==> config.mk <==
export PLATFORM = sky130hd
export DESIGN_NAME = radio_tx
export DESIGN_NICKNAME = d
export VERILOG_FILES = /design/src/rtl/radio_regs_pkg.sv /design/src/rtl/tx_stream_pkg.sv /design/src/rtl/radio_tx.sv /design/src/rtl/tx_deframer.sv /design/src/rtl/tx_responder.sv /design/src/rtl/tx_settings.sv /design/src/rtl/tx_timed_control.sv
export SDC_FILE = /design/constraint.sdc
export NUM_CORES = 1
export LEC_CHECK = 0
export ABC_AREA = 0
export BUFFER_PORTS_ARGS = -buffer_cell sky130_fd_sc_hd__buf_2
export CAP_MARGIN = 20
export CORE_AREA = 2 2 208 210
export CTS_CLUSTER_SIZE = 14
export DETAILED_ROUTE_END_ITERATION = 6
export DIE_AREA = 0 0 210 212
export HOLD_SLACK_MARGIN = 0.08
export PLACE_DENSITY_LB_ADDON = 0.08
export SLEW_MARGIN = 20
export SYNTH_ARGS = -nofsm -noshare
export SYNTH_HDL_FRONTEND = slang
export SYNTH_SLANG_ARGS = --single-unit
==> constraint.sdc <==
create_clock -name radio_clk -period 4.5 [get_ports radio_clk]
set_input_delay 0.225 -clock radio_clk [delete_from_list [all_inputs] [get_ports radio_clk]]
set_output_delay 0.225 -clock radio_clk [all_outputs]
set_load 0.005 [all_outputs]
==> src/rtl/radio_regs_pkg.sv <==
/*
 * Settings-bus map and response codes of the transmit radio core.
 * Offsets are relative to the SR_BASE parameter of the top level.
 */
package radio_regs_pkg;

   ////////////////////////////////////////////////////////////
   // Settings-bus offsets
   ////////////////////////////////////////////////////////////

   // Idle value shown on tx outside a burst
   localparam logic [7:0] SR_IDLE     = 8'd0;
   // Strobe divider, one strobe every divider+1 cycles
   localparam logic [7:0] SR_DIVIDER  = 8'd1;
   // Stream id written into response headers
   localparam logic [7:0] SR_RESP_SID = 8'd2;

   ////////////////////////////////////////////////////////////
   // Programmed configuration
   ////////////////////////////////////////////////////////////

   typedef struct packed {
      logic [31:0] idle;
      logic [15:0] divider;
      logic [31:0] resp_sid;
   } tx_cfg_t;

   ////////////////////////////////////////////////////////////
   // Response codes
   ////////////////////////////////////////////////////////////

   // End-of-burst sample has gone out
   localparam logic [31:0] ERR_ACK       = 32'd1;
   // Timed packet arrived after its time, packet dropped
   localparam logic [31:0] ERR_LATE      = 32'd2;
   // No sample ready at a strobe, burst ended
   localparam logic [31:0] ERR_UNDERFLOW = 32'd4;

endpackage

==> src/rtl/tx_stream_pkg.sv <==
/*
 * Packet and item formats of the transmit sample stream.
 * A sample word holds I in bits 31:16 and Q in bits 15:0.
 */
package tx_stream_pkg;

   ////////////////////////////////////////////////////////////
   // Host packet format
   ////////////////////////////////////////////////////////////

   typedef struct packed {
      logic        has_time;
      logic        eob;
      logic [11:0] seqnum;
      // Sample beats that follow the header and timestamp
      logic [15:0] length;
      logic [31:0] sid;
      logic [1:0]  rsvd;
   } tx_hdr_t;

   // One 64-bit beat, read either as a header or as two samples
   typedef union packed {
      tx_hdr_t          hdr;
      // smp[1] is the upper sample and goes out first
      logic [1:0][31:0] smp;
   } tx_beat_u;

   ////////////////////////////////////////////////////////////
   // Deframer to timed control
   ////////////////////////////////////////////////////////////

   typedef struct packed {
      logic [31:0] sample;
      // First sample of a packet
      logic        first;
      // Last sample of an end-of-burst packet
      logic        eob;
      logic        has_time;
      // Packet timestamp in vita_time units
      logic [63:0] tstamp;
      logic [11:0] seqnum;
   } tx_item_t;

   ////////////////////////////////////////////////////////////
   // Timed control to responder
   ////////////////////////////////////////////////////////////

   typedef struct packed {
      // One of the ERR_ codes
      logic [31:0] code;
      logic [11:0] seqnum;
   } tx_evt_t;

endpackage

==> src/rtl/radio_tx.sv <==
/*
 * Transmit half of the radio core on radio_clk.
 * Samples pass to tx unchanged. There is no DUC and no readback.
 */
`timescale 1ns/1ps

module radio_tx #(
   parameter logic [7:0] SR_BASE = 8'd216
) (
   input  logic        radio_clk,
   input  logic        arst_n,
   // Settings bus
   input  logic        set_stb,
   input  logic [7:0]  set_addr,
   input  logic [31:0] set_data,
   input  logic [63:0] vita_time,
   // DAC side
   output logic [31:0] tx,
   output logic        run_tx,
   // Host sample stream
   input  logic [63:0] tx_tdata,
   input  logic        tx_tlast,
   input  logic        tx_tvalid,
   output logic        tx_tready,
   // Response stream
   output logic [63:0] resp_tdata,
   output logic        resp_tlast,
   output logic        resp_tvalid,
   input  logic        resp_tready
);

   import radio_regs_pkg::*;
   import tx_stream_pkg::*;

   tx_cfg_t  cfg;
   tx_item_t item;
   logic     item_valid;
   logic     item_ready;
   tx_evt_t  evt;
   logic     evt_valid;
   logic     evt_ready;

   tx_settings #(.SR_BASE(SR_BASE)) u_settings (
      .radio_clk(radio_clk), .arst_n(arst_n),
      .set_stb(set_stb), .set_addr(set_addr), .set_data(set_data),
      .cfg(cfg)
   );

   tx_deframer u_deframer (
      .radio_clk(radio_clk), .arst_n(arst_n),
      .tx_tdata(tx_tdata), .tx_tlast(tx_tlast), .tx_tvalid(tx_tvalid),
      .tx_tready(tx_tready),
      .item(item), .item_valid(item_valid), .item_ready(item_ready)
   );

   tx_timed_control u_control (
      .radio_clk(radio_clk), .arst_n(arst_n), .cfg(cfg), .vita_time(vita_time),
      .item(item), .item_valid(item_valid), .item_ready(item_ready),
      .evt(evt), .evt_valid(evt_valid), .evt_ready(evt_ready),
      .tx(tx), .run_tx(run_tx)
   );

   tx_responder u_responder (
      .radio_clk(radio_clk), .arst_n(arst_n), .cfg(cfg),
      .evt(evt), .evt_valid(evt_valid), .evt_ready(evt_ready),
      .resp_tdata(resp_tdata), .resp_tlast(resp_tlast),
      .resp_tvalid(resp_tvalid), .resp_tready(resp_tready)
   );

endmodule

==> src/rtl/tx_deframer.sv <==
/*
 * Splits host packets into one item per sample, upper sample first.
 * The header length must be at least 1 and tlast must end the last sample beat.
 */
`timescale 1ns/1ps

module tx_deframer (
   input  logic                    radio_clk,
   input  logic                    arst_n,
   input  logic [63:0]             tx_tdata,
   input  logic                    tx_tlast,
   input  logic                    tx_tvalid,
   output logic                    tx_tready,
   output tx_stream_pkg::tx_item_t item,
   output logic                    item_valid,
   input  logic                    item_ready
);

   import tx_stream_pkg::*;

   typedef enum logic [1:0] {S_HDR, S_TIME, S_SMP} state_t;

   state_t      state;
   tx_beat_u    beat;
   tx_hdr_t     hdr_q;
   logic [63:0] time_q;
   logic [15:0] beats_left;
   logic        active;
   logic        first_pend;
   logic        second_pend;
   logic [31:0] second_smp;
   logic        second_eob;
   logic        beat_acc;
   logic        item_xfer;
   logic        last_beat;

   assign beat      = tx_tdata;
   assign item_xfer = item_valid && item_ready;
   assign last_beat = (beats_left == 16'd1);

   // Header and time beats never wait on the item side
   assign tx_tready = active &&
                      ((state != S_SMP) || (!second_pend && (!item_valid || item_ready)));
   assign beat_acc  = tx_tvalid && tx_tready;

   ////////////////////////////////////////////////////////////
   // Packet FSM and item handshake
   ////////////////////////////////////////////////////////////

   always_ff @(posedge radio_clk or negedge arst_n) begin
      if (!arst_n) begin
         state       <= S_HDR;
         active      <= 1'b0;
         beats_left  <= '0;
         first_pend  <= 1'b0;
         second_pend <= 1'b0;
         item_valid  <= 1'b0;
      end else begin
         active <= 1'b1;
         if (beat_acc) begin
            case (state)
               S_HDR: begin
                  beats_left <= beat.hdr.length;
                  first_pend <= 1'b1;
                  state      <= beat.hdr.has_time ? S_TIME : S_SMP;
               end
               S_TIME: begin
                  state <= S_SMP;
               end
               default: begin
                  beats_left <= beats_left - 16'd1;
                  first_pend <= 1'b0;
                  if (last_beat) begin
                     state <= S_HDR;
                  end
               end
            endcase
         end
         if (beat_acc && state == S_SMP) begin
            item_valid  <= 1'b1;
            second_pend <= 1'b1;
         end else if (item_xfer && second_pend) begin
            second_pend <= 1'b0;
         end else if (item_xfer) begin
            item_valid <= 1'b0;
         end
      end
   end

   // Header, timestamp and item payload
   always_ff @(posedge radio_clk) begin
      if (beat_acc && state == S_HDR) begin
         hdr_q <= beat.hdr;
      end
      if (beat_acc && state == S_TIME) begin
         time_q <= tx_tdata;
      end
      if (beat_acc && state == S_SMP) begin
         item.sample   <= beat.smp[1];
         item.first    <= first_pend;
         item.eob      <= 1'b0;
         item.has_time <= hdr_q.has_time;
         item.tstamp   <= time_q;
         item.seqnum   <= hdr_q.seqnum;
         second_smp    <= beat.smp[0];
         second_eob    <= last_beat && hdr_q.eob;
      end else if (item_xfer && second_pend) begin
         item.sample <= second_smp;
         item.first  <= 1'b0;
         item.eob    <= second_eob;
      end
   end

   // tlast comes with the final sample beat and nowhere else
   a_tlast_len : assert property (
      @(posedge radio_clk) disable iff (!arst_n)
      beat_acc |-> (tx_tlast == (state == S_SMP && last_beat))
   );

endmodule

==> src/rtl/tx_responder.sv <==
/*
 * Builds a two-beat response packet per control event.
 * Up to two events queue here while a third is being sent.
 */
`timescale 1ns/1ps

module tx_responder (
   input  logic                    radio_clk,
   input  logic                    arst_n,
   input  radio_regs_pkg::tx_cfg_t cfg,
   input  tx_stream_pkg::tx_evt_t  evt,
   input  logic                    evt_valid,
   output logic                    evt_ready,
   output logic [63:0]             resp_tdata,
   output logic                    resp_tlast,
   output logic                    resp_tvalid,
   input  logic                    resp_tready
);

   import tx_stream_pkg::*;

   tx_evt_t    q [0:1];
   tx_evt_t    head;
   tx_evt_t    cur;
   tx_hdr_t    hdr;
   logic       wr_ptr;
   logic       rd_ptr;
   logic [1:0] count;
   logic       push;
   logic       load;
   logic       pop;
   logic       wr;

   assign evt_ready = (count != 2'd2);
   assign push      = evt_valid && evt_ready;

   // Builder is free or sends its last beat in this cycle
   assign load = (!resp_tvalid || (resp_tready && resp_tlast)) && (count != 2'd0 || push);
   assign pop  = load && (count != 2'd0);
   // An event bypasses the empty queue
   assign wr   = push && !(load && count == 2'd0);
   assign head = (count != 2'd0) ? q[rd_ptr] : evt;

   always_comb begin
      hdr        = '0;
      hdr.eob    = 1'b1;
      hdr.seqnum = head.seqnum;
      hdr.length = 16'd1;
      hdr.sid    = cfg.resp_sid;
   end

   always_ff @(posedge radio_clk or negedge arst_n) begin
      if (!arst_n) begin
         wr_ptr      <= 1'b0;
         rd_ptr      <= 1'b0;
         count       <= '0;
         resp_tvalid <= 1'b0;
         resp_tlast  <= 1'b0;
      end else begin
         if (wr) begin
            wr_ptr <= ~wr_ptr;
         end
         if (pop) begin
            rd_ptr <= ~rd_ptr;
         end
         count <= count + 2'(wr) - 2'(pop);
         if (load) begin
            resp_tvalid <= 1'b1;
            resp_tlast  <= 1'b0;
         end else if (resp_tvalid && resp_tready) begin
            if (resp_tlast) begin
               resp_tvalid <= 1'b0;
            end else begin
               resp_tlast <= 1'b1;
            end
         end
      end
   end

   // Queue storage and outgoing beat
   always_ff @(posedge radio_clk) begin
      if (wr) begin
         q[wr_ptr] <= evt;
      end
      if (load) begin
         cur        <= head;
         resp_tdata <= hdr;
      end else if (resp_tvalid && resp_tready && !resp_tlast) begin
         resp_tdata <= {20'd0, cur.seqnum, cur.code};
      end
   end

   a_resp_hold : assert property (
      @(posedge radio_clk) disable iff (!arst_n)
      (resp_tvalid && !resp_tready) |=> (resp_tvalid && $stable(resp_tdata))
   );

endmodule

==> src/rtl/tx_settings.sv <==
/*
 * Register bank for the transmit settings.
 * A write lands in cfg one cycle after set_stb. Unknown addresses are ignored.
 */
`timescale 1ns/1ps

module tx_settings #(
   parameter logic [7:0] SR_BASE = 8'd216
) (
   input  logic                    radio_clk,
   input  logic                    arst_n,
   input  logic                    set_stb,
   input  logic [7:0]              set_addr,
   input  logic [31:0]             set_data,
   output radio_regs_pkg::tx_cfg_t cfg
);

   import radio_regs_pkg::*;

   // Absolute register addresses
   localparam logic [7:0] ADDR_IDLE     = SR_BASE + SR_IDLE;
   localparam logic [7:0] ADDR_DIVIDER  = SR_BASE + SR_DIVIDER;
   localparam logic [7:0] ADDR_RESP_SID = SR_BASE + SR_RESP_SID;

   always_ff @(posedge radio_clk or negedge arst_n) begin
      if (!arst_n) begin
         cfg <= '0;
      end else if (set_stb) begin
         case (set_addr)
            ADDR_IDLE: begin
               cfg.idle <= set_data;
            end
            ADDR_DIVIDER: begin
               cfg.divider <= set_data[15:0];
            end
            ADDR_RESP_SID: begin
               cfg.resp_sid <= set_data;
            end
            default: begin
            end
         endcase
      end
   end

   // A strobed write must carry a defined address
   a_addr_known : assert property (
      @(posedge radio_clk) disable iff (!arst_n)
      set_stb |-> !$isunknown(set_addr)
   );

endmodule

==> src/rtl/tx_timed_control.sv <==
/*
 * Starts bursts on time and paces samples out to tx with the strobe divider.
 * Reports ack, late and underflow events. A new burst waits until the event is taken.
 */
`timescale 1ns/1ps

module tx_timed_control (
   input  logic                    radio_clk,
   input  logic                    arst_n,
   input  radio_regs_pkg::tx_cfg_t cfg,
   input  logic [63:0]             vita_time,
   input  tx_stream_pkg::tx_item_t item,
   input  logic                    item_valid,
   output logic                    item_ready,
   output tx_stream_pkg::tx_evt_t  evt,
   output logic                    evt_valid,
   input  logic                    evt_ready,
   output logic [31:0]             tx,
   output logic                    run_tx
);

   import radio_regs_pkg::*;

   typedef enum logic [2:0] {S_IDLE, S_WAIT, S_RUN, S_DROP, S_REPORT} state_t;

   state_t      state;
   logic [15:0] cnt;
   logic [11:0] cur_seq;
   logic        eob_done;
   logic        start_ok;
   logic        late;
   logic        strobe;

   assign start_ok = item_valid && item.first && !evt_valid;
   assign late     = start_ok && item.has_time && (item.tstamp < vita_time);
   assign strobe   = (state == S_RUN) && (cnt == 16'd0);

   always_comb begin
      case (state)
         // Late first items and stray tail items are dropped
         S_IDLE:  item_ready = late || !item.first;
         S_DROP:  item_ready = !item.first;
         S_RUN:   item_ready = strobe && !eob_done;
         default: item_ready = 1'b0;
      endcase
   end

   ////////////////////////////////////////////////////////////
   // Burst FSM, strobe counter and tx register
   ////////////////////////////////////////////////////////////

   always_ff @(posedge radio_clk or negedge arst_n) begin
      if (!arst_n) begin
         state     <= S_IDLE;
         cnt       <= '0;
         cur_seq   <= '0;
         eob_done  <= 1'b0;
         run_tx    <= 1'b0;
         tx        <= '0;
         evt       <= '0;
         evt_valid <= 1'b0;
      end else begin
         if (evt_valid && evt_ready) begin
            evt_valid <= 1'b0;
         end
         if (state != S_RUN) begin
            tx  <= cfg.idle;
            cnt <= '0;
         end else if (strobe) begin
            cnt <= cfg.divider;
         end else begin
            cnt <= cnt - 16'd1;
         end
         case (state)
            S_IDLE: begin
               eob_done <= 1'b0;
               if (late) begin
                  evt_valid  <= 1'b1;
                  evt.code   <= ERR_LATE;
                  evt.seqnum <= item.seqnum;
                  state      <= item.eob ? S_IDLE : S_DROP;
               end else if (start_ok) begin
                  state <= item.has_time ? S_WAIT : S_RUN;
               end
            end
            S_WAIT: begin
               if (vita_time >= item.tstamp) begin
                  state <= S_RUN;
               end
            end
            S_RUN: begin
               if (strobe && (eob_done || !item_valid)) begin
                  // Burst over, by eob or by a missing sample
                  run_tx     <= 1'b0;
                  tx         <= cfg.idle;
                  evt_valid  <= 1'b1;
                  evt.code   <= eob_done ? ERR_ACK : ERR_UNDERFLOW;
                  evt.seqnum <= cur_seq;
                  state      <= S_REPORT;
               end else if (strobe) begin
                  run_tx   <= 1'b1;
                  tx       <= item.sample;
                  cur_seq  <= item.seqnum;
                  eob_done <= item.eob;
               end
            end
            S_DROP: begin
               if (item_valid && (item.first || item.eob)) begin
                  state <= S_IDLE;
               end
            end
            default: begin
               if (evt_ready) begin
                  state <= S_IDLE;
               end
            end
         endcase
      end
   end

   // While an end-of-burst event waits, nothing is consumed or sent
   a_report_quiet : assert property (
      @(posedge radio_clk) disable iff (!arst_n)
      (state == S_REPORT) |-> (!item_ready && !run_tx && evt_valid)
   );

endmodule
; ---- Yosys cells after proc, flatten, opt, wreduce, memory -nomap -nowiden
; Memories as Yosys holds them, arrays and structs flattened.
; Index checks and enable logic that the tools add are counted.
[totals]
ff_bits = 541
ramBits = 88
elab_cells = 187
mem_count = 1
[mem_list]
columns = memory, depth, word_bits, read_ports, rd_clocked_by_memory_dff, write_ports, line_no
row1 = u_responder.q, 2, 44, 1, 0, 1, tx_responder.sv:22  ; tx_evt_t q [0:1];
[classes]
n_addsub = 4
magnitude_cmp = 2
n_eq_ne = 20
muxes = 51
bitwise_logic = 4
reduce_logical = 66
[op_table]
columns = op, count
row1 = 2-to-1 mux 44 bit, 3
row2 = 2-to-1 mux 32 bit, 4
row3 = 2-to-1 mux 62 bit, 2
row4 = case mux 44 bit (2 select lines), 1
row5 = 2-to-1 mux 34 bit, 2
row6 = greater-or-equal comparator 64 bit, 1
row7 = < comparator 64 bit, 1
row8 = 2-to-1 mux 16 bit, 2
row9 = case mux 16 bit (2 select lines), 1
row10 = subtractor 16 x 1 -> 16 bit (second input constant), 2
row11 = logical AND 1 bit, 25
row12 = equality test 8 bit (second input constant), 3
row13 = 2-to-1 mux 3 bit, 7
row14 = 2-to-1 mux 1 bit, 19
row15 = equality test 16 x 1 -> 1 bit (second input constant), 1
row16 = zero test 16 bit, 1
row17 = AND reduction 2 bit, 8
row18 = nonzero test 2 bit, 8
row19 = case mux 3 bit (4 select lines), 1
row20 = != test 2 x 1 -> 1 bit (second input constant), 5
row21 = AND reduction 3 bit, 3
row22 = zero test 1 bit, 8
row23 = 2-to-1 mux 2 bit, 4
row24 = != test 2 bit (second input constant), 4
row25 = 18 further kinds, 31

; ---- Logic depth before layout (Yosys ltp)
; Gate-level depths: netlist of the first run.
[depth]
depth_word = 14
depth_mapped = 13
mapped_depth_nobuf = 11

; ---- Cells and area by module
; From an unflattened synthesis of the first run, not the netlist that was laid out.
[hier_totals]
hier_cells = 1707
area_unflattened_um2 = 24659.9
[by_module_without_submodules]
columns = mod, instances, cells_per_inst, area_each_um2, seq_area_each_um2
row1 = tx_deframer, 1, 428, 8389.3, 7206.9
row2 = tx_responder, 1, 475, 7452.1, 5695.5
row3 = tx_timed_control, 1, 630, 5640.4, 2026.9
row4 = tx_settings, 1, 174, 3178.0, 2001.9

; ---- Worst setup path after synthesis of the first run
; OpenSTA, ideal clock, no wires.
[synth_timing]
path_type = reg2reg
from = register u_deframer.active
to = register u_deframer.time_q[0], enable pin
t_arrival_ns = 3.552
required_time_ns = 4.013
slack_ns = 0.461
stages_incl_launch_ff = 5
n_path_buf = 1
synth_period_minus_slack_ns = 4.039
cell_sequence = dfrtp_1 > and2_1 > clkbuf_1 > nand2_1 > nor2_1
[synth_via]
elab_chain_len = 3
[synth_rtl]
columns = element, line_no
row1 = from (decl), tx_deframer.sv:28  ; logic active;
row2 = from (signal assigned), tx_deframer.sv:53  ; active <= 1'b0;
row3 = from (signal assigned), tx_deframer.sv:59  ; active <= 1'b1;
row4 = logical AND 1 bit, tx_deframer.sv:42  ; assign tx_tready = active &&
row5 = logical AND 1 bit, tx_deframer.sv:44  ; assign beat_acc = tx_tvalid && tx_tready;
row6 = logical AND 1 bit, tx_deframer.sv:95  ; if (beat_acc && state == S_TIME) begin
row7 = to (signal assigned), tx_deframer.sv:96  ; time_q <= tx_tdata;
row8 = to (decl), tx_deframer.sv:26  ; logic [63:0] time_q;
; Every way passes these cells.
; A chain may end at the register's enable or synchronous reset.

; ---- Worst setup path after layout of the first run
[layout_timing]
from = register u_control.cnt[0]
to = output port tx_tready
[layout_via]
elab_chain_len = 8
[layout_rtl]
columns = element, line_no
row1 = from (decl), tx_timed_control.sv:27  ; logic [15:0] cnt;
row2 = from (signal assigned), tx_timed_control.sv:70  ; cnt <= cfg.divider;
row3 = from (signal assigned), tx_timed_control.sv:72  ; cnt <= cnt - 16'd1;
row4 = zero test 16 bit, tx_timed_control.sv:36  ; assign strobe = (state == S_RUN) && (cnt == 16'd0);
row5 = logical AND 1 bit, tx_timed_control.sv:36
row6 = logical AND 1 bit, tx_timed_control.sv:43  ; S_RUN: item_ready = strobe && !eob_done;
row7 = case mux 1 bit (3 select lines), tx_timed_control.sv:39  ; case (state)
row8 = logical OR 1 bit, tx_deframer.sv:43  ; ((state != S_SMP) || (!second_pend && (!item_valid || item_ready)));
row9 = logical AND 1 bit, tx_deframer.sv:43
row10 = logical OR 1 bit, tx_deframer.sv:43
row11 = logical AND 1 bit, tx_deframer.sv:42
row12 = to (decl), radio_tx.sv:24  ; output logic tx_tready,
; Every way passes these cells.

==> metrics.cfg, run 1 <==
[status]
status = complete, no violations

[die]
die_y_um = 212
row_count = 76
die-area_um2 = 44500
core-area_um2 = 42500
io_pins = 274
start_util_pct = 49.2
die_x_um = 210

[drt]
drt-total-wl_um = 49000
via_per_inst = 5.37
drc = 0
ant_nets = 0
dr.pass1.iters = 5
vias = 13541
drt_iter0_markers = 901
wl_per_cell_um = 19.4

[sta]
finalHoldViolations = 0
rsz0062_at_grt = no
slew_viol_final = 0
relSlewSlack_pct = 31.3
max_slew.worst_pin.slew_ns = 1.03
skew_ns = 0.0179
finalWorstPathRequiredPeriod_ns = 3.94
min_period_over_period_pct = 87.5
setup_viol_count_final = 0
finalSetupTns_ns = 0
timing.fmax_mhz = 254

[yosys]
netlist_instances = 1555
yosys.area_share.simple_pct = 8.81
synth_top_flop_cell = edfxtp_1
synthMuxAreaShare_pct = 5.82
postSynthAreaPerCell_um2 = 13.5
yosysWarnings = 0
ys_seq_area_share_pct = 68.4
yosys.cell_types.count = 68
synth-edff-count = 310
synth_top_family_by_area = compound AO/OA/AOI/OAI gates
synth-seq-cells = 513
synthXorXnorAreaFrac_pct = 0.502
synth_compound_area_share_pct = 9.14
synth_fa_ha_area_share_pct = 4.13
synthesis.area_um2 = 20900
async_flop_share_pct = 36.8

[clock_network]
cts.htree.levels = 2
cts-resized-gates = 0
cts_made_buffers = 53
clk_pin_slew_worst_paths_ns = 0.06
clock-sinks = 513
clock-root-buffer = clkbuf_16
postCtsSetupBuffers = 0
cts_tree = yes
clk_latency_ns = 0.59
cts_buffer_depth = 3

[placement]
dp.cells = 2323
gp_congestion = 0.842
hpwl_um = 33400
portBuffers = 265
placedInstanceArea_um2 = 22900

[global_routing]
grt_pass1_vias = 13344
grt_max_degree = 114
grt-ovfl-total = 0
antenna_found_initial = 1
grtUsageTotal_pct = 22.2
grt_pass1_wl_um = 75800

[cells_and_area]
n_fill_cell = 3338
seqCellArea_um2 = 14300
fin_cells = 2522
multi_input_area_um2 = 6040
nNetsFinal = 2173
area_growth_pct = 22.6
design_area_um2 = 25700
drive_gt1_share_pct = 24.9

[worst_setup_path]
start_kind = register
ff2ff_setup_slack_ns = 0.77
endpoint_kind = primary output
arrival_ns = 3.71
cp.required_ns = 4.28
crit_path_max_fanout = 5
critPathKind = register to primary output

[worst_hold_path]
hold_path.class = input pin to register

[power]
leakage_uw = 0.0109
power.density_nw_per_um2 = 589
peakVddDrop_mv = 0.306

[job]
cap_violations = 0

## cell type report
class                   count  area share (%)
diodes                      1         0.00975
repair buffers            386            9.84
clock inverters            18           0.497
well taps                 546            2.66
multi-input cells         885            23.5
inverters                  91            1.34
flip-flops and latches    513            55.8
clock buffers              82            6.31
## final timing paths
path | end | startpoint | depth (start not counted)
worst min register to register | u_deframer.item[9]$_DFFE_PP_ | u_deframer.hdr_q[59]$_DFFE_PP_ | 0
worst max register to register | u_deframer.item[104]$_DFFE_PP_ | u_deframer.item[26]$_DFFE_PP_ | 10
min in group asynchronous | u_responder.resp_tlast$_DFFE_PN0P_ | arst_n | 2
worst min-delay path | u_deframer.item_valid$_DFFE_PN0P_ | tx_tvalid | 3
worst max-delay path | tx_tready | u_control.cnt[0]$_DFF_PN0_ | 10
max in group asynchronous | u_settings.cfg[7]$_DFFE_PN0P_ | arst_n | 3
## synthesized netlist by cell type (16+ instances only)
master	n	area, um2
edfxtp_1	310	9310
dfrtp_1	189	4730
nand2_1	137	514
nor2_1	106	398
mux2_2	94	1060
inv_1	90	338
a21oi_1	80	400
ha_1	69	863
clkbuf_1	51	191
and2_1	48	300
o21ai_0	46	230
a22o_1	36	315
o22ai_1	35	219
nor3_1	27	135
nand3_1	24	120
a31oi_1	23	144
mux2i_1	16	160
## power breakdown
group / switching (uW) / total (uW) / internal [uW] / leakage, uW
combinational: 2420 / 3930 / 1510 / 0.00454
clock: 1800 / 4340 / 2530 / 0.000848
sequential: 607 / 6840 / 6230 / 0.00547
total: 4830 / 15100 / 10300 / 0.0109
## metrics by stage
stage | setup WS, ns | hold WS [ns] | utilization, % | total power, uW
after floorplan | 0.461 | -0.0706 | - | 9270
after global placement | 0.817 | 0.401 | 53.9 | 10700
after detailed placement | 0.776 | 0.405 | 53.9 | 10800
after CTS | 0.536 | 0.146 | 60.3 | 15200
after global routing | 0.389 | 0.224 | 60.4 | 16000
final | 0.564 | 0.192 | 60.4 | 15100
## cells in the final DEF (no fill, tap or decap), drive strengths merged, types with 16 or more instances in the layout
cell type	n
a21oi	81
a22o	36
a31oi	23
and2	49
buf	287
clkbuf	83
dfrtp	189
dlygate4sd3	98
edfxtp	310
ha	69
inv	90
mux2	94
mux2i	16
nand2	137
nand3	24
nor2	106
nor3	27
o21ai	47
o22ai	35
## state kept, by name, summed over array words and instances (netlist names), 16 cells and up
| name | cells |
|---|---|
| u_control.tx | 32 |
| u_deframer.beats_left | 16 |
| u_settings.cfg | 80 |
| u_deframer.time_q | 64 |
| u_control.cnt | 16 |
| u_deframer.item | 111 |
| u_deframer.second_smp | 32 |
| u_responder.resp_tdata | 57 |
| u_responder.q | 30 |
## per-layer routing
| metal | GRT usage (%) | vias up | wire length, um |
|---|---|---|---|
| met1 | 32.3 | 6649 | 22600 |
| li1 | - | 6439 | - |
| met3 | 3.46 | 75 | 2500 |
| met2 | 34.0 | 378 | 22600 |
| met5 | 0 | - | 0 |
| met4 | 8.12 | 0 | 1340 |
## worst max-delay path: stages (launching register included)
cell and delay (ns):
dfrtp_1 0.40, inv_1 0.07, ha_1 0.20, or4b_1 0.57, or3_4 0.42, or2_1 0.28, or3_4 0.36, a21oi_4 0.23
o21a_1 0.24, o21a_1 0.21, buf_2 0.13
## cells by family (layout without fill, tap and decap cells)
family | Yosys count | in the layout
AOI/OAI and AO/OA | 290 | 290
xor gates and xnor gates | 12 | 12
adders and majority gates | 69 | 69
buffers and inverters | 163 | 577
DFF | 513 | 513
muxes | 110 | 110
other | 2 | 9
and+or+nand+nor | 396 | 396
## timing repair
item | CTS | global route
hold buffers | 98 | 0
endpoints found under the hold margin | 347 | 0
setup endpoints to repair | 0 | 0
No activity file was read; power rests on OpenSTA's default activity.
==> run 2: changes to the inputs <==
- CORE_AREA: 2 2 208 210 -> 2 2 226 228
- DIE_AREA: 0 0 210 212 -> 0 0 228 230
- SYNTH_HIERARCHICAL: unset -> 1
==> run 2 against run 1 <==
Effect of this change: clock skew is 0.0052 ns higher; register-to-register slack worse by 0.30 ns; first-iteration DRC count up 2.7%; final cell count grew 12%; setup slack lost 0.27 ns; critical path type unchanged; critical endpoint unchanged.
==> metrics.cfg, run 2 <==
[worst_setup_path]
critPathKind = register to primary output  ; unchanged
worstRegToRegCells = 16  ; was 10
crit_path_max_fanout = 4  ; was 5
crit_path_top_delay_cell = nor4_2  ; was or4b_1
endpoint = tx_tready  ; unchanged
cp.required_ns = 4.28  ; about the same
r2r-end = u_deframer/item[62]$_DFFE_PP_  ; was u_deframer.item[104]$_DFFE_PP_
crit_chain = inv_1 > ha_1 > nand4_1 > nor4_2 > buf_4 > a21boi_0 > o31ai_1 > a21oi_1 > nand2b_1 > a31oi_1 > o21ai_1 > nor2b_1 > o21ai_1 > and2_1 > buf_2  ; was inv_1 > ha_1 > or4b_1 > or3_4 > or2_1 > or3_4 > a21oi_4 > o21a_1 > o21a_1 > buf_2
crit_start = u_deframer/item[27]$_DFFE_PP_  ; was u_control.cnt[0]$_DFF_PN0_
start_kind = register  ; unchanged
ff2ff_setup_slack_ns = 0.47  ; was 0.77 ns
cp_slowest_stage_delay_ns = 0.46  ; was 0.57 ns
path_common_cell = o21ai_1
endpoint_kind = primary output  ; unchanged
r2r_start = u_deframer/item[27]$_DFFE_PP_  ; was u_deframer.item[26]$_DFFE_PP_
arrival_ns = 3.99  ; was 3.71 ns

[die]
die-area_um2 = 52400  ; was 44500 um2
core-area_um2 = 49900  ; was 42500 um2
start_util_pct = 49.5  ; was 49.2%
io_pins = 274  ; unchanged
die_y_um = 230  ; was 212 um
die_x_um = 228  ; was 210 um
row_count = 82  ; was 76

[sta]
skew_ns = 0.0231  ; was 0.0179 ns
timing.fmax_mhz = 238  ; was 254 MHz
max_slew.worst_pin.slew_ns = 1.07  ; was 1.03 ns
rsz0062_at_grt = no  ; unchanged
setup_viol_count_final = 0  ; unchanged
finalHoldViolations = 0  ; unchanged
slew_viol_final = 0  ; unchanged
min_period_over_period_pct = 93.6  ; was 87.5%
finalWorstPathRequiredPeriod_ns = 4.21  ; was 3.94 ns
relSlewSlack_pct = 28.2  ; was 31.3%
finalSetupTns_ns = 0  ; unchanged

[clock_network]
clock-root-buffer = clkbuf_16  ; unchanged
clk_latency_ns = 0.64  ; was 0.59 ns
clock-sinks = 600  ; was 513
cts.htree.levels = 2  ; unchanged
clk_pin_slew_worst_paths_ns = 0.06  ; about the same
cts_made_buffers = 61  ; was 53
cts_tree = yes  ; unchanged
cts_buffer_depth = 3  ; unchanged

[drt]
wl_per_cell_um = 20.5  ; was 19.4 um
drc = 0  ; unchanged
vias = 15163  ; was 13541
drt_iter0_markers = 925  ; was 901
drt-total-wl_um = 57900  ; was 49000 um
via_per_inst = 5.36  ; was 5.37
dr.pass1.iters = 5  ; unchanged
ant_nets = 0  ; unchanged

[global_routing]
grt_max_degree = 91  ; was 114
grt-ovfl-total = 0  ; unchanged
grt_pass1_wl_um = 88900  ; was 75800 um
grt_pass1_vias = 15358  ; was 13344
antenna_found_initial = 3  ; was 1
grtUsageTotal_pct = 22.2  ; about the same

[placement]
dp.cells = 2616  ; was 2323
portBuffers = 265  ; unchanged
gp_congestion = 0.842  ; about the same
hpwl_um = 39700  ; was 33400 um

[yosys]
yosysMostFrequentCell = edfxtp_1  ; unchanged
synth_top_area_share_pct = 48.3  ; was 44.5%
synth_largest_area_cell = edfxtp_1  ; unchanged
async_flop_share_pct = 31.5  ; was 36.8%
synth_common_cells = 397 x edfxtp_1, 189 x dfrtp_1, 128 x a21oi_1, 121 x nor2_1, 83 x inv_1  ; was 310 x edfxtp_1, 189 x dfrtp_1, 137 x nand2_1, 106 x nor2_1, 94 x mux2_2
synth-edff-count = 397  ; was 310
netlist_instances = 1707  ; was 1555
ys_seq_area_share_pct = 68.7  ; was 68.4%
synthesis.area_um2 = 24700  ; was 20900 um2
synth_top_flop_cell = edfxtp_1  ; unchanged
yosysWarnings = 6  ; was 0
yosys.cell_types.count = 87  ; was 68
synth-seq-cells = 600  ; was 513
postSynthAreaPerCell_um2 = 14.4  ; was 13.5 um2
synth_area_leaders = edfxtp_1 48%, dfrtp_1 19%, ha_1 3.5%  ; was edfxtp_1 44%, dfrtp_1 23%, mux2_2 5.1%

[cells_and_area]
final_common_cell = edfxtp_1  ; unchanged
drive_gt1_share_pct = 24.9  ; about the same
largestRegisters = u_deframer/item: 111 flops, u_responder/q: 88 flops, u_settings/cfg: 80 flops  ; was u_deframer.item: 111 flops, u_settings.cfg: 80 flops, u_deframer.time_q: 64 flops
fin_cells = 2830  ; was 2522
nNetsFinal = 2349  ; was 2173
multi_input_area_um2 = 6930  ; was 6040 um2
n_fill_cell = 3943  ; was 3338
top_register = u_deframer/item  ; was u_deframer.item
largest_reg_flops = 111  ; unchanged
area_growth_pct = 20.7  ; was 22.6%
final_cell_mix = 397 x edfxtp_1, 264 x buf_2, 188 x dfrtp_1  ; was 310 x edfxtp_1, 264 x buf_2, 189 x dfrtp_1
seqCellArea_um2 = 16900  ; was 14300 um2

[power]
internal_power_uw = 11700  ; was 10300 uW
p_sw_share_pct = 30.8  ; was 32.0%
pwr-share-clk_pct = 29.5  ; was 28.7%
total_power_uw = 16900  ; was 15100 uW
power.density_nw_per_um2 = 566  ; was 589 nW/um2
power_frac_comb_pct = 25.0  ; was 26.0%
peakVddDrop_mv = 0.357  ; was 0.306 mV
seqPwrFrac_pct = 45.4  ; was 45.3%
switchingPower_uw = 5190  ; was 4830 uW
leakage_uw = 0.0125  ; was 0.0109 uW

[job]
cap_violations = 0  ; unchanged

[status]
status = complete, no violations  ; unchanged

[worst_hold_path]
hold_path.class = input pin to register  ; unchanged

## run 2: cell count changes after synthesis, moves of 28 or more
cell and delta:
a21oi_1 +48, mux2_4 +30, a22o_1 +29, nand2_1 -67, edfxtp_1 +87, mux2i_1 +29
and2_1 -43, buf_4 +28
## run 2: area by class of cell
class | instances | share of cell area, %
Inverter | 84 | 1.06
Sequential cell | 600 | 56.9
Tap cell | 672 | 2.82
Multi-Input combinational cell | 946 | 23.3
Clock buffer | 78 | 5.48
Clock inverter | 36 | 1.16
Timing Repair Buffer | 413 | 9.32
Antenna cell | 1 | 0.00841
## run 2: worst max-delay path, delay by kind of cell (launching register included)
| kind | cells | cell delay, ns |
|---|---|---|
| AO/OA/AOI/OAI | 6 | 1.20 |
| AND/OR/NAND/NOR | 5 | 1.16 |
| buffers and inverters | 3 | 0.37 |
| flip-flops | 1 | 0.36 |
| adder cells (fa/ha/maj) | 1 | 0.29 |
## run 2: power groups by stage
stage	Sequential [uW]	Clock, uW	Combinational [uW]
final	7660	4980	4220
after global routing	7770	5320	4690
after CTS	7670	5090	4250
after detailed placement	7770	0	4160
after global placement	7740	0	4100
after floorplan	7610	0	2830
## run 2: kinds of logic after synthesis
family / Yosys count / synth area share, %
muxes: 161 / 7.58
AOI/OAI and AO/OA: 356 / 9.61
other: 3 / 0.0457
and+or+nand+nor: 310 / 6.19
adders and majority gates: 69 / 3.50
xor gates and xnor gates: 13 / 0.462
buffers and inverters: 195 / 3.95
DFF: 600 / 68.7
## run 2: metal layers
metal | wire [um] | global-route usage (%) | up-vias | share of wire, %
met5 | 27 | 0 | - | 0.047
met4 | 1670 | 7.07 | 4 | 2.9
met3 | 2880 | 4.25 | 98 | 5.0
met2 | 27600 | 36.2 | 398 | 48
met1 | 25800 | 30.2 | 7521 | 44
li1 | - | - | 7142 | -
## run 2: through the flow
stage / util (%) / setup WS (ns) / hold slack, ns / instance area, um2
after floorplan: - / 0.0276 / -0.0706 / 24800
after global placement: 53.7 / 0.347 / 0.387 / 26800
after detailed placement: 53.7 / 0.259 / 0.386 / 26800
after CTS: 59.7 / 0.0415 / 0.0809 / 29700
after global routing: 59.7 / 0.0677 / 0.0984 / 29800
final: 59.7 / 0.290 / 0.114 / 29800
## run 2: worst min-delay path by stage
| stage | startpoint | to | slack (ns) | depth (start not counted) |
|---|---|---|---|---|
| after detailed placement | arst_n | u_settings/cfg[6]$_DFFE_PN0P_ | 0.39 | 1 |
| after CTS | set_addr[5] | u_settings/cfg[45]$_DFFE_PN0P_ | 0.08 | 3 |
| after global routing | set_addr[5] | u_settings/cfg[45]$_DFFE_PN0P_ | 0.1 | 3 |
| after floorplan | arst_n | u_control/cnt[0]$_DFF_PN0_ | -0.07 | 0 |
| final | set_addr[5] | u_settings/cfg[39]$_DFFE_PN0P_ | 0.11 | 3 |
| after global placement | arst_n | u_settings/cfg[6]$_DFFE_PN0P_ | 0.39 | 1 |
## run 2: repair_timing
item                                    in CTS  in global routing
buffers inserted                             0                  0
endpoints found under the setup margin       1                  1
gates cloned                                 0                  0
pin swaps                                    0                  0
hold buffers                                98                  0
gates resized for setup                      1                  2
endpoints found under the hold margin      329                  0
==> run 3: changes to the inputs <==
- SETUP_SLACK_MARGIN: unset -> 0.3
==> run 3 against run 2 <==
Effect of this change: clock skew decreased by 0.010 ns; clock power increased by 2%; setup slack improved by 0.21 ns; sequential share of layout area decreased by 0.28 points; combinational power about the same; final cell count increased by 0.35%; sequential power about the same; critical path depth decreased by 2; largest cell class unchanged; largest power group unchanged.
==> metrics.cfg, run 3 (synthesis results as in run 2) <==
[status]
status = complete, no violations  ; unchanged

[worst_setup_path]
arrival_ns = 4.51  ; was 3.99 ns
crit_cells = 13  ; was 15
ff2ff_setup_slack_ns = 0.50  ; was 0.47 ns
worstRegToRegCells = 13  ; was 16
r2r_start = u_control/cnt[0]$_DFF_PN0_  ; was u_deframer/item[27]$_DFFE_PP_
cp.required_ns = 5.01  ; was 4.28 ns
crit_chain = inv_1 > ha_1 > or4b_1 > nor3_2 > or3b_1 > or2_2 > o32a_1 > o21ai_1 > nor2b_2 > buf_4 > o21a_1 > nor2_1 > mux2i_1  ; was inv_1 > ha_1 > nand4_1 > nor4_2 > buf_4 > a21boi_0 > o31ai_1 > a21oi_1 > nand2b_1 > a31oi_1 > o21ai_1 > nor2b_1 > o21ai_1 > and2_1 > buf_2
critical-path-top-delay-family = simple AND/OR/NAND/NOR gates  ; was compound AO/OA/AOI/OAI gates
crit_path_max_fanout = 10  ; was 4
r2r-end = u_deframer/beats_left[1]$_DFFE_PN0P_  ; was u_deframer/item[62]$_DFFE_PP_
endpoint_kind = register  ; was primary output
crit_path_top_delay_cell = nor2_1  ; was nor4_2
start_kind = register  ; unchanged
critPathKind = register to register  ; was register to primary output
cp_slowest_stage_delay_ns = 0.66  ; was 0.46 ns
crit_start = u_control/cnt[0]$_DFF_PN0_  ; was u_deframer/item[27]$_DFFE_PP_
endpoint = u_deframer/beats_left[1]$_DFFE_PN0P_  ; was tx_tready
path_buf_inv = 2  ; was 3

[power]
p_sw_share_pct = 30.7  ; was 30.8%
leakage_uw = 0.0125  ; about the same
pwr-share-clk_pct = 29.9  ; was 29.5%
power_frac_comb_pct = 24.9  ; was 25.0%
peakVddDrop_mv = 0.351  ; was 0.357 mV
power.density_nw_per_um2 = 568  ; was 566 nW/um2
seqPwrFrac_pct = 45.2  ; was 45.4%
switchingPower_uw = 5230  ; was 5190 uW
internal_power_uw = 11800  ; was 11700 uW

[global_routing]
grt-ovfl-total = 0  ; unchanged
grt_use_met3_pct = 4.10  ; was 4.25%
grt_pass1_wl_um = 88800  ; was 88900 um
antenna_found_initial = 7  ; was 3
grt_pass1_vias = 15103  ; was 15358
grtUsageTotal_pct = 22.2  ; about the same
grt_max_degree = 102  ; was 91
use_met1_pct = 30.7  ; was 30.2%
gr-usage-met2_pct = 36.0  ; was 36.2%
grt.busiest_layer = met2  ; unchanged

[worst_hold_path]
hold_start = set_addr[5]  ; unchanged
hold_path.class = input pin to register  ; unchanged

[placement]
dp.cells = 2607  ; was 2616
gp_congestion = 0.847  ; was 0.842
place_ws_ns = 0.183  ; was 0.259 ns
hpwl_um = 38900  ; was 39700 um
portBuffers = 265  ; unchanged
placedInstanceArea_um2 = 26700  ; was 26800 um2

[cells_and_area]
design_area_um2 = 29900  ; was 29800 um2
drive_gt1_share_pct = 24.9  ; about the same
final_cell_mix = 397 x edfxtp_1, 264 x buf_2, 188 x dfrtp_1  ; unchanged
nNetsFinal = 2353  ; was 2349
largestRegisters = u_deframer/item: 111 flops, u_responder/q: 88 flops, u_settings/cfg: 80 flops  ; unchanged
area_growth_pct = 21.3  ; was 20.7%
largest_reg_flops = 111  ; unchanged
top_register = u_deframer/item  ; unchanged
fin_cells = 2840  ; was 2830
final_common_cell = edfxtp_1  ; unchanged

[drt]
via_per_inst = 5.34  ; was 5.36
vias = 15160  ; was 15163
drt_iter0_markers = 1090  ; was 925
drt-total-wl_um = 58100  ; was 57900 um
drc = 0  ; unchanged
wl_per_cell_um = 20.4  ; was 20.5 um
dr.pass1.iters = 5  ; unchanged
ant_nets = 0  ; unchanged

[die]
start_util_pct = 49.5  ; unchanged
io_pins = 274  ; unchanged
die_y_um = 230  ; unchanged
core-area_um2 = 49900  ; unchanged
die-area_um2 = 52400  ; unchanged
row_count = 82  ; unchanged
die_x_um = 228  ; unchanged

[clock_network]
cts.htree.levels = 3  ; was 2
cts_made_buffers = 66  ; was 61
clock-root-buffer = clkbuf_16  ; unchanged
cts_tree = yes  ; unchanged
cts_buffer_depth = 3  ; unchanged
clk_pin_slew_worst_paths_ns = 0.06  ; about the same
clk_latency_ns = 0.59  ; was 0.64 ns
clock-sinks = 600  ; unchanged

[sta]
finalSetupTns_ns = 0  ; unchanged
relSlewSlack_pct = 26.3  ; was 28.2%
timing.fmax_mhz = 250  ; was 238 MHz
setup_ws_ns = 0.503  ; was 0.290 ns
rsz0062_at_grt = no  ; unchanged
finalHoldViolations = 0  ; unchanged
setup_viol_count_final = 0  ; unchanged
slew_viol_final = 0  ; unchanged
max_slew.worst_pin.slew_ns = 1.11  ; was 1.07 ns
skew_ns = 0.0127  ; was 0.0231 ns
min_period_over_period_pct = 88.8  ; was 93.6%
whs_ns = 0.139  ; was 0.114 ns
finalWorstPathRequiredPeriod_ns = 4.00  ; was 4.21 ns

[job]
cap_violations = 0  ; unchanged

==> run 3: cell count changes in the layout (fill, tap and decap cells not counted), moves of 2 or more <==
cell | previous run | this run
buf_4 | 43 | 37
buf_6 | 0 | 2
bufinv_16 | 6 | 1
clkbuf_1 | 13 | 21
clkbuf_16 | 61 | 71
clkinv_1 | 14 | 10
clkinv_8 | 2 | 0
clkinvlp_4 | 2 | 0
diode_2 | 1 | 7
nand2b_4 | 0 | 2
==> run 3: worst min-delay path, stage by stage <==
cell     delay (ns)
buf_2          0.15
nor4b_4        0.10
mux2_2         0.22
==> run 3: power groups by stage <==
| stage | Clock, uW | Sequential [uW] | Combinational (uW) |
|---|---|---|---|
| floorplan | 0 | 7600 | 2830 |
| global placement | 0 | 7770 | 4120 |
| detailed placement | 0 | 7790 | 4180 |
| CTS | 5190 | 7690 | 4270 |
| global route | 5410 | 7800 | 4710 |
| finish | 5080 | 7690 | 4240 |
==> run 3: routing by layer <==
metal | part of all wire, % | up-vias
met5 | 0.012 | -
met4 | 2.5 | 2
met3 | 4.7 | 98
met2 | 48 | 421
met1 | 45 | 7494
li1 | - | 7145
==> run 3: repair_timing <==
action                                  CTS  global route
hold buffers                             98             0
endpoints found under the setup margin   67           188
setup buffers                             1             5
pin swaps                                 0             1
cloned                                    0             2
endpoints found under the hold margin   339             0
resized for setup                         3             6
==> run 3: how the worst min path moves through the flow <==
stage | endpoint | depth (start not counted)
floorplan | u_control/cnt[0]$_DFF_PN0_ | 0
global placement | u_settings/cfg[6]$_DFFE_PN0P_ | 1
detailed placement | u_settings/cfg[6]$_DFFE_PN0P_ | 1
CTS | u_deframer/state[0]$_DFFE_PN0P_ | 4
global route | u_settings/cfg[35]$_DFFE_PN0P_ | 3
finish | u_settings/cfg[35]$_DFFE_PN0P_ | 3
==> run 3: area by class of cell <==
cell class	count	area, um2
diodes	7	17.5
clock buffers	96	1900
clock inverters	23	135
fillers	4008	19900
inverters	84	317
multi-input cells	947	6970
flip-flops and latches	600	16900
well taps	672	841
repair buffers	411	2810
==> run 3: per-stage QoR <==
step | utilization, % | power, uW
floorplan | - | 10400
finish | 60.0 | 17000
detailed placement | 53.6 | 12000
CTS | 59.7 | 17200
global placement | 53.6 | 11900
global route | 60.0 | 17900
